--- src/design/i2c_master_defines.svh ---
`ifndef I2C_MASTER_DEFINES_SVH
`define I2C_MASTER_DEFINES_SVH

`define I2C_FIFO_DEPTH  16
`define I2C_HALF_PERIOD 8	// Clocks per SCL phase

// Host register map
`define I2C_REG_CTRL    2'd0
`define I2C_REG_RXDATA  2'd1

`endif

--- src/design/i2c_master_pkg.sv ---
package i2c_master_pkg;

	typedef enum logic [1:0] {
		CMD_NONE  = 2'd0,
		CMD_READ  = 2'd1,
		CMD_WRITE = 2'd2
	} i2c_cmd_e;

	typedef enum logic [2:0] {
		OP_START,
		OP_STOP,
		OP_WRITE_BYTE,
		OP_READ_ACK,
		OP_READ_NACK
	} bit_op_e;

	// One state per bus step
	typedef enum logic [3:0] {
		SEQ_IDLE, SEQ_START, SEQ_ADDR_W, SEQ_REG, SEQ_DATA,
		SEQ_RESTART, SEQ_ADDR_R, SEQ_READ, SEQ_PUSH, SEQ_STOP
	} seq_state_e;

endpackage

--- src/design/i2c_bit_engine.sv ---
`timescale 1ns/1ps
`include "i2c_master_defines.svh"

module i2c_bit_engine import i2c_master_pkg::*; (
	input  logic       i_clock,
	input  logic       i_rst_n,
	input  logic       i_bit_req,
	input  bit_op_e    i_bit_op,
	input  logic [7:0] i_tx_byte,
	input  logic       i_sda_in,
	output logic       o_bit_ack,
	output logic [7:0] o_rx_byte,
	output logic       o_bit_nack,
	output logic       o_scl,
	output logic       o_sda_oe,
	output logic       o_sda_out
);
	localparam int TW = $clog2(`I2C_HALF_PERIOD);

	typedef enum logic [2:0] {
		ENG_IDLE,
		ENG_START,
		ENG_STOP,
		ENG_BIT_LOW,
		ENG_BIT_HIGH,
		ENG_DONE
	} eng_state_e;

	eng_state_e    state;
	bit_op_e       op_q;
	logic [TW-1:0] timer;
	logic [1:0]    step;
	logic [3:0]    bit_cnt;	// 8 is the acknowledge slot
	logic [7:0]    shift;

	// Wire changes happen on the first clock of a phase
	wire phase_entry = (timer == '0);
	wire phase_end = (timer == TW'(`I2C_HALF_PERIOD - 1));
	wire is_write = (op_q == OP_WRITE_BYTE);

	assign o_rx_byte = shift;

	always_ff @(posedge i_clock) begin
		if (!i_rst_n) begin
			state <= ENG_IDLE;
			timer <= '0;
			step <= '0;
			bit_cnt <= '0;
			o_bit_ack <= 1'b0;
			o_bit_nack <= 1'b0;
			o_scl <= 1'b1;
			o_sda_oe <= 1'b0;
			o_sda_out <= 1'b1;
		end else begin
			timer <= phase_end ? '0 : timer + 1'b1;
			case (state)
				ENG_IDLE: begin
					timer <= '0;
					if (i_bit_req) begin
						op_q <= i_bit_op;
						shift <= i_tx_byte;
						step <= '0;
						bit_cnt <= '0;
						o_bit_nack <= 1'b0;
						case (i_bit_op)
							OP_START: state <= ENG_START;
							OP_STOP:  state <= ENG_STOP;
							default:  state <= ENG_BIT_LOW;
						endcase
					end
				end
				ENG_START: begin
					if (phase_entry) begin
						case (step)
							2'd0: o_sda_oe <= 1'b0;	// Release first for repeated start
							2'd1: o_scl <= 1'b1;
							2'd2: begin
								o_sda_oe <= 1'b1;
								o_sda_out <= 1'b0;
							end
							default: o_scl <= 1'b0;
						endcase
					end
					if (phase_end) begin
						step <= step + 1'b1;
						if (step == 2'd3) begin
							o_bit_ack <= 1'b1;
							state <= ENG_DONE;
						end
					end
				end
				ENG_STOP: begin
					if (phase_entry) begin
						case (step)
							2'd0: begin
								o_sda_oe <= 1'b1;
								o_sda_out <= 1'b0;
							end
							2'd1: o_scl <= 1'b1;
							default: o_sda_oe <= 1'b0;	// SDA rises with SCL high
						endcase
					end
					if (phase_end) begin
						step <= step + 1'b1;
						if (step == 2'd2) begin
							o_bit_ack <= 1'b1;
							state <= ENG_DONE;
						end
					end
				end
				ENG_BIT_LOW: begin
					if (phase_entry) begin
						if (bit_cnt == 4'd8) begin
							o_sda_oe <= !is_write;
							o_sda_out <= (op_q == OP_READ_NACK);
						end else begin
							o_sda_oe <= is_write;
							o_sda_out <= shift[7];
						end
					end
					if (phase_end)
						state <= ENG_BIT_HIGH;
				end
				ENG_BIT_HIGH: begin
					if (phase_entry)
						o_scl <= 1'b1;
					if (phase_end) begin
						o_scl <= 1'b0;
						bit_cnt <= bit_cnt + 1'b1;
						if (bit_cnt == 4'd8) begin
							o_bit_nack <= is_write && i_sda_in;
							o_bit_ack <= 1'b1;
							state <= ENG_DONE;
						end else begin
							shift <= {shift[6:0], i_sda_in};	// Sampled at the end of SCL high
							state <= ENG_BIT_LOW;
						end
					end
				end
				default: begin
					timer <= '0;
					if (!i_bit_req) begin
						o_bit_ack <= 1'b0;
						state <= ENG_IDLE;
					end
				end
			endcase
		end
	end

endmodule

--- src/design/i2c_host_regs.sv ---
`timescale 1ns/1ps
`include "i2c_master_defines.svh"

module i2c_host_regs (
	input  logic        i_clock,
	input  logic        i_rst_n,
	input  logic        i_req,
	input  logic        i_we,
	input  logic [1:0]  i_addr,
	input  logic [31:0] i_wdata,
	input  logic        i_cmd_full,
	input  logic        i_cmd_empty,
	input  logic        i_rx_full,
	input  logic        i_rx_empty,
	input  logic [7:0]  i_rx_data,
	input  logic        i_busy,
	input  logic        i_nack,
	output logic [31:0] o_rdata,
	output logic        o_ack,
	output logic        o_cmd_push,
	output logic [31:0] o_cmd_word,
	output logic        o_rx_pop
);
	logic [31:0] status;

	assign status = {26'b0, i_nack, i_busy, i_cmd_empty, i_cmd_full, i_rx_empty, i_rx_full};

	always_ff @(posedge i_clock) begin
		if (!i_rst_n) begin
			o_ack <= 1'b0;
			o_cmd_push <= 1'b0;
			o_rx_pop <= 1'b0;
		end else begin
			o_cmd_push <= 1'b0;
			o_rx_pop <= 1'b0;
			if (i_req && !o_ack) begin
				if (i_we && i_addr == `I2C_REG_CTRL) begin
					if (!i_cmd_full) begin	// Host waits here while the queue is full
						o_cmd_word <= i_wdata;
						o_cmd_push <= 1'b1;
						o_ack <= 1'b1;
					end
				end else if (!i_we && i_addr == `I2C_REG_CTRL) begin
					o_rdata <= status;
					o_ack <= 1'b1;
				end else if (!i_we && i_addr == `I2C_REG_RXDATA) begin
					if (!i_rx_empty) begin
						if (!o_rx_pop)
							o_rx_pop <= 1'b1;
						else begin
							o_rdata <= {24'b0, i_rx_data};	// Head still valid on the pop edge
							o_ack <= 1'b1;
						end
					end
				end else begin
					o_rdata <= 32'b0;
					o_ack <= 1'b1;
				end
			end else if (!i_req)
				o_ack <= 1'b0;
		end
	end

endmodule

--- src/design/i2c_master_top.sv ---
`timescale 1ns/1ps

module i2c_master_top import i2c_master_pkg::*; (
	input  logic        i_clock,
	input  logic        i_rst_n,
	input  logic        i_req,
	input  logic        i_we,
	input  logic [1:0]  i_addr,
	input  logic [31:0] i_wdata,
	output logic [31:0] o_rdata,
	output logic        o_ack,
	output logic        o_scl,
	output logic        o_sda_oe,
	output logic        o_sda_out,
	input  logic        i_sda_in
);
	logic        cmd_push, cmd_pop, cmd_empty, cmd_full;
	logic [31:0] cmd_word_in, cmd_word_out;
	logic        rx_push, rx_pop, rx_empty, rx_full;
	logic [7:0]  rx_data_in, rx_data_out;
	logic        bit_req, bit_ack, bit_nack, busy, nack;
	bit_op_e     bit_op;
	logic [7:0]  tx_byte, rx_byte;

	sync_fifo #(.WIDTH(32)) cmd_fifo_inst (
		.i_clock(i_clock), .i_rst_n(i_rst_n),
		.i_wr_en(cmd_push), .i_wr_data(cmd_word_in), .i_rd_en(cmd_pop),
		.o_rd_data(cmd_word_out), .o_empty(cmd_empty), .o_full(cmd_full)
	);

	sync_fifo #(.WIDTH(8)) rx_fifo_inst (
		.i_clock(i_clock), .i_rst_n(i_rst_n),
		.i_wr_en(rx_push), .i_wr_data(rx_data_in), .i_rd_en(rx_pop),
		.o_rd_data(rx_data_out), .o_empty(rx_empty), .o_full(rx_full)
	);

	i2c_txn_sequencer i2c_txn_sequencer_inst (
		.i_clock(i_clock), .i_rst_n(i_rst_n),
		.i_cmd_empty(cmd_empty), .i_cmd_word(cmd_word_out), .i_rx_full(rx_full),
		.i_bit_ack(bit_ack), .i_rx_byte(rx_byte), .i_bit_nack(bit_nack),
		.o_cmd_pop(cmd_pop), .o_rx_push(rx_push), .o_rx_data(rx_data_in),
		.o_bit_req(bit_req), .o_bit_op(bit_op), .o_tx_byte(tx_byte),
		.o_busy(busy), .o_nack(nack)
	);

	i2c_bit_engine i2c_bit_engine_inst (
		.i_clock(i_clock), .i_rst_n(i_rst_n),
		.i_bit_req(bit_req), .i_bit_op(bit_op), .i_tx_byte(tx_byte), .i_sda_in(i_sda_in),
		.o_bit_ack(bit_ack), .o_rx_byte(rx_byte), .o_bit_nack(bit_nack),
		.o_scl(o_scl), .o_sda_oe(o_sda_oe), .o_sda_out(o_sda_out)
	);

	i2c_host_regs i2c_host_regs_inst (
		.i_clock(i_clock), .i_rst_n(i_rst_n),
		.i_req(i_req), .i_we(i_we), .i_addr(i_addr), .i_wdata(i_wdata),
		.i_cmd_full(cmd_full), .i_cmd_empty(cmd_empty),
		.i_rx_full(rx_full), .i_rx_empty(rx_empty), .i_rx_data(rx_data_out),
		.i_busy(busy), .i_nack(nack),
		.o_rdata(o_rdata), .o_ack(o_ack),
		.o_cmd_push(cmd_push), .o_cmd_word(cmd_word_in), .o_rx_pop(rx_pop)
	);

endmodule

--- src/design/i2c_txn_sequencer.sv ---
`timescale 1ns/1ps

module i2c_txn_sequencer import i2c_master_pkg::*; (
	input  logic        i_clock,
	input  logic        i_rst_n,
	input  logic        i_cmd_empty,
	input  logic [31:0] i_cmd_word,
	input  logic        i_rx_full,
	input  logic        i_bit_ack,
	input  logic [7:0]  i_rx_byte,
	input  logic        i_bit_nack,
	output logic        o_cmd_pop,
	output logic        o_rx_push,
	output logic [7:0]  o_rx_data,
	output logic        o_bit_req,
	output bit_op_e     o_bit_op,
	output logic [7:0]  o_tx_byte,
	output logic        o_busy,
	output logic        o_nack
);
	seq_state_e state;
	i2c_cmd_e   cmd_q;
	logic [6:0] dev_addr;
	logic [7:0] reg_idx;
	logic [7:0] payload;
	logic [7:0] remain;	// Bytes left after the current one

	wire i2c_cmd_e cmd_code = i2c_cmd_e'(i_cmd_word[1:0]);
	wire step_done = o_bit_req && i_bit_ack;
	wire bus_step = (state != SEQ_IDLE) && (state != SEQ_PUSH);

	// Queued commands count as busy too
	assign o_busy = (state != SEQ_IDLE) || !i_cmd_empty;

	always_comb begin
		o_bit_op = OP_WRITE_BYTE;
		o_tx_byte = 8'h00;
		case (state)
			SEQ_START, SEQ_RESTART: o_bit_op = OP_START;
			SEQ_STOP:   o_bit_op = OP_STOP;
			SEQ_ADDR_W: o_tx_byte = {dev_addr, 1'b0};
			SEQ_REG:    o_tx_byte = reg_idx;
			SEQ_DATA:   o_tx_byte = payload;
			SEQ_ADDR_R: o_tx_byte = {dev_addr, 1'b1};
			SEQ_READ:   o_bit_op = (remain == 8'd0) ? OP_READ_NACK : OP_READ_ACK;
			default: ;
		endcase
	end

	always_ff @(posedge i_clock) begin
		if (!i_rst_n) begin
			state <= SEQ_IDLE;
			o_cmd_pop <= 1'b0;
			o_rx_push <= 1'b0;
			o_bit_req <= 1'b0;
			o_nack <= 1'b0;
		end else begin
			o_cmd_pop <= 1'b0;
			o_rx_push <= 1'b0;
			if (bus_step) begin
				if (!o_bit_req && !i_bit_ack)
					o_bit_req <= 1'b1;
				else if (step_done)
					o_bit_req <= 1'b0;
			end
			case (state)
				SEQ_IDLE: begin
					if (!i_cmd_empty && !o_cmd_pop) begin
						o_cmd_pop <= 1'b1;
						o_nack <= 1'b0;
						cmd_q <= cmd_code;
						dev_addr <= i_cmd_word[14:8];
						reg_idx <= i_cmd_word[23:16];
						payload <= i_cmd_word[31:24];
						remain <= (i_cmd_word[31:24] == 8'd0) ? 8'd0 : i_cmd_word[31:24] - 8'd1;
						if (cmd_code == CMD_READ || cmd_code == CMD_WRITE)
							state <= SEQ_START;
					end
				end
				SEQ_START:   if (step_done) state <= SEQ_ADDR_W;
				SEQ_RESTART: if (step_done) state <= SEQ_ADDR_R;
				SEQ_ADDR_W, SEQ_REG, SEQ_DATA, SEQ_ADDR_R: begin
					if (step_done) begin
						if (i_bit_nack) begin
							o_nack <= 1'b1;
							state <= SEQ_STOP;
						end else if (state == SEQ_ADDR_W)
							state <= SEQ_REG;
						else if (state == SEQ_REG)
							state <= (cmd_q == CMD_READ) ? SEQ_RESTART : SEQ_DATA;
						else if (state == SEQ_ADDR_R)
							state <= SEQ_READ;
						else
							state <= SEQ_STOP;
					end
				end
				SEQ_READ: begin
					if (step_done) begin
						o_rx_data <= i_rx_byte;
						state <= SEQ_PUSH;
					end
				end
				SEQ_PUSH: begin
					if (!i_rx_full) begin	// Stall until there is room
						o_rx_push <= 1'b1;
						remain <= remain - 8'd1;
						state <= (remain == 8'd0) ? SEQ_STOP : SEQ_READ;
					end
				end
				default: if (step_done) state <= SEQ_IDLE;
			endcase
		end
	end

endmodule

--- src/design/sync_fifo.sv ---
`timescale 1ns/1ps
`include "i2c_master_defines.svh"

module sync_fifo #(
	parameter int WIDTH = 8
) (
	input  logic             i_clock,
	input  logic             i_rst_n,
	input  logic             i_wr_en,
	input  logic [WIDTH-1:0] i_wr_data,
	input  logic             i_rd_en,
	output logic [WIDTH-1:0] o_rd_data,
	output logic             o_empty,
	output logic             o_full
);
	localparam int DEPTH = `I2C_FIFO_DEPTH;
	localparam int AW = $clog2(DEPTH);

	logic [WIDTH-1:0] mem [DEPTH];
	logic [AW-1:0]    wr_ptr;
	logic [AW-1:0]    rd_ptr;
	logic [AW:0]      count;

	wire do_wr = i_wr_en && !o_full;
	wire do_rd = i_rd_en && !o_empty;

	assign o_empty = (count == '0);
	assign o_full = (count == (AW+1)'(DEPTH));
	assign o_rd_data = mem[rd_ptr];	// Head shows without a read

	always_ff @(posedge i_clock) begin
		if (do_wr)
			mem[wr_ptr] <= i_wr_data;
	end

	always_ff @(posedge i_clock) begin
		if (!i_rst_n) begin
			wr_ptr <= '0;
			rd_ptr <= '0;
			count <= '0;
		end else begin
			if (do_wr)
				wr_ptr <= wr_ptr + 1'b1;
			if (do_rd)
				rd_ptr <= rd_ptr + 1'b1;
			count <= count + (AW+1)'(do_wr) - (AW+1)'(do_rd);
		end
	end

endmodule

--- config.mk ---
export PLATFORM = sky130hd
export DESIGN_NAME = i2c_master_top
export DESIGN_NICKNAME = d
export VERILOG_FILES = /design/src/design/i2c_master_pkg.sv /design/src/design/i2c_bit_engine.sv /design/src/design/i2c_host_regs.sv /design/src/design/i2c_master_top.sv /design/src/design/i2c_txn_sequencer.sv /design/src/design/sync_fifo.sv
export VERILOG_INCLUDE_DIRS = /design/src /design/src/design
export SDC_FILE = /design/constraint.sdc
export NUM_CORES = 1
export LEC_CHECK = 0
export BUFFER_PORTS_ARGS = -buffer_cell sky130_fd_sc_hd__buf_2
export CAP_MARGIN = 20
export CORE_MARGIN = 2
export CORE_UTILIZATION = 55
export DETAILED_ROUTE_END_ITERATION = 6
export GPL_ROUTABILITY_DRIVEN = 0
export MAX_ROUTING_LAYER = met4
export PLACE_DENSITY_LB_ADDON = 0.12
export SLEW_MARGIN = 20
export SYNTH_ARGS = -nofsm -noshare
export SYNTH_HDL_FRONTEND = slang
export SYNTH_SLANG_ARGS = --single-unit
--- constraint.sdc ---
create_clock -name i_clock -period 4.2 [get_ports i_clock]
set_input_delay 0.84 -clock i_clock [delete_from_list [all_inputs] [get_ports i_clock]]
set_output_delay 0.84 -clock i_clock [all_outputs]
set_load 0.1 [all_outputs]
==> impl_metrics.ini <==
[logic_synthesis]
seq_area_frac_synth_pct = 72.9
synthCells = 1474
ys.flop_type = edfxtp_1
async_flop_share_pct = 0
synth_seq_cells = 675
synth_cell_type_count = 68
synth_area_leaders = edfxtp_1, mux4_2, dfxtp_1, ha_1, nor2_1
synth-edff-count = 613
syn-cell-area_um2 = 26900
syn_avg_cell_area_um2 = 18.3
ys_warn_count = 0
synth_top_area_share_pct = 68.3
yosys.area.top_type = edfxtp_1
synth_most_common_cell = edfxtp_1
synth_common_cells = edfxtp_1, mux4_2, nor2_1

[power]
p_per_area_nw_per_um2 = 533
leakage_nw = 9.69
intPower_mw = 12.2
switching_share_pct = 24.9
power_frac_comb_pct = 13.8
p_seq_share_pct = 48.2
ir_drop_mv = 0.445
p_switching_mw = 4.02
p_clk_share_pct = 38.0
p_total_mw = 16.2

[setup_path]
rr_worst_depth = 7
worst-endpoint-arrival_ns = 3.55
crit_type = reg -> reg
start_kind = flop
cp.required_ns = 4.47
endpoint_kind = flop
path_max_fanout = 13

[grt]
grt_pass1_wl_mm = 82.6
grt_util_all_layers_pct = 22.9
grt-ovfl-total = 0
grt_max_degree = 39
first_global_vias = 13400
grt_antenna_before_repair = 0

[flow_run]
maxCapViolCount = 0

[clock_tree]
cts.reportedPaths.clkPinSlew_ns = 0.06
cts-root-buf = clkbuf_16
clock_latency_ns = 0.59
numCtsBuffers = 71
cts_sinks = 675
cts_resized = 0
cts_tree = done
htreeDepth = 3
post_cts_buffers = 0
clockBufferDepth = 3
ctsHoldBuffers = 0

[placed_design]
dp.cells = 2120
dpl.hpwl_mm = 34.3
placedInstanceArea_um2 = 28100
port_buffers = 43

[min_path]
hold_path.class = in -> reg
hold_depth = 1

[layout]
final_cells = 2244
final_nets = 1648
synthToLayoutAreaGrowth_pct = 12.6
drive_above_1_share_pct = 23.1
antenna_cells = 0
final_area_um2 = 30300

[die]
num_rows = 81
die-area_um2 = 50800
ios = 75
die_h_um = 225
initial_core_util_pct = 55.4
dieWidth_um = 225
core_um2 = 48600

[sta]
hold_ws_ns = 0.419
hold_viol = 0
drv_slew = 0
max_freq_ghz = 0.304
min_period_over_period_pct = 78.3
worst_pin_slew_ns = 0.967
max-slew-margin-rel_pct = 35.3
rsz0062_at_grt = no
timing.setup.tns_ns = 0
finalCriticalPeriod_ns = 3.29
setup_viol = 0
fin_worst_skew_ns = 0.0156

[route]
ant_nets = 0
wl_per_cell_um = 24.1
vias = 13200
drt_iter0_drc = 1105
routed_wl_mm = 54.1
drtPass1Iterations = 5
drc = 0
vias_per_cell = 5.90

[status]
outcome = finished, final reports clean
power groups by stage:
stage / Sequential (mW) / Combinational, mW / Clock (mW)
after CTS: 7.81 / 2.25 / 6.28
after global routing: 7.84 / 2.46 / 6.53
after floorplan: 7.90 / 1.77 / 0
after global placement: 7.94 / 2.21 / 0
final: 7.80 / 2.23 / 6.15
after detailed placement: 7.95 / 2.24 / 0
metrics by stage:
stage,util [%],setup WS [ns]
after floorplan,-,0.129
after global placement,57.7,0.917
after detailed placement,57.7,0.885
after CTS,62.4,0.893
after global routing,62.4,0.770
final,62.4,0.912
worst paths after layout:
| kind | endpoint | slack (ns) | start |
|---|---|---|---|
| max reg2reg | cmd_fifo_inst.mem[2][21] | 0.91 | cmd_fifo_inst.count[2] |
| min reg2reg | i2c_txn_sequencer_inst.o_rx_data[5] | 0.45 | i2c_bit_engine_inst.o_rx_byte[5] |
| max | cmd_fifo_inst.mem[2][21] | 0.91 | cmd_fifo_inst.count[2] |
| min | i2c_host_regs_inst.o_cmd_word[16] | 0.42 | i_wdata[16] |
flip-flops by register name (all words and copies together), names as in the netlist, 8 cells and up, named ones only:
name                              cells
cmd_fifo_inst.mem                   400
i2c_host_regs_inst.o_rdata            8
i2c_txn_sequencer_inst.remain         8
rx_fifo_inst.mem                    128
i2c_host_regs_inst.o_cmd_word        25
i2c_txn_sequencer_inst.payload        8
i2c_txn_sequencer_inst.reg_idx        8
i2c_txn_sequencer_inst.o_rx_data      8
i2c_bit_engine_inst.o_rx_byte         8
critical path, stage by stage, from the launching register on:
cell	delay [ns]
dfxtp_1	0.33
inv_1	0.06
ha_1	0.21
and4_1	0.27
nor2b_1	0.54
nand2_1	0.39
nor3_2	0.73
buf_4	0.41
cell families (layout without fill, tap and decap cells):
logic type / count (synthesis) / in the layout / share of synthesized area (%)
fa+ha+maj: 38 / 38 / 1.82
buf+inv: 134 / 259 / 2.35
mux: 168 / 168 / 13.4
compound gates: 138 / 138 / 3.26
xor+xnor: 32 / 32 / 1.04
flops: 675 / 675 / 72.9
simple gates: 288 / 288 / 5.20
other cells: 1 / 24 / 0.0139
area by class of cell:
| class | instances | area, um^2 |
|---|---|---|
| Timing Repair Buffer | 96 | 626 |
| Inverter | 39 | 146 |
| Clock buffer | 89 | 1910 |
| Sequential cell | 675 | 19700 |
| Multi-Input combinational cell | 688 | 6870 |
| Fill cell | 3493 | 18300 |
| Tap cell | 622 | 778 |
| Clock inverter | 35 | 367 |
routing by layer:
layer  up-vias  part of all wire, %  global-route usage, %
met3        70                  4.4                   3.19
met5         -                    0                      -
li1       5972                    -                      -
met1      6878                   41                   29.4
met4         0                  1.9                   6.17
met2       326                   52                   38.7
placed cells by master, fill, tap and decap left out, drive strengths merged, types with 14 or more instances in the layout:
master,count
nand2,57
a21oi,50
nor3,19
nor2b,22
clkinv,24
buf,96
xnor2,17
o21ai,31
xor2,15
dfxtp,62
clkbuf,89
a22oi,14
edfxtp,613
nor2,112
conb,24
mux2i,14
ha,36
mux4,154
inv,39
Power figures use the tool's default switching activity.
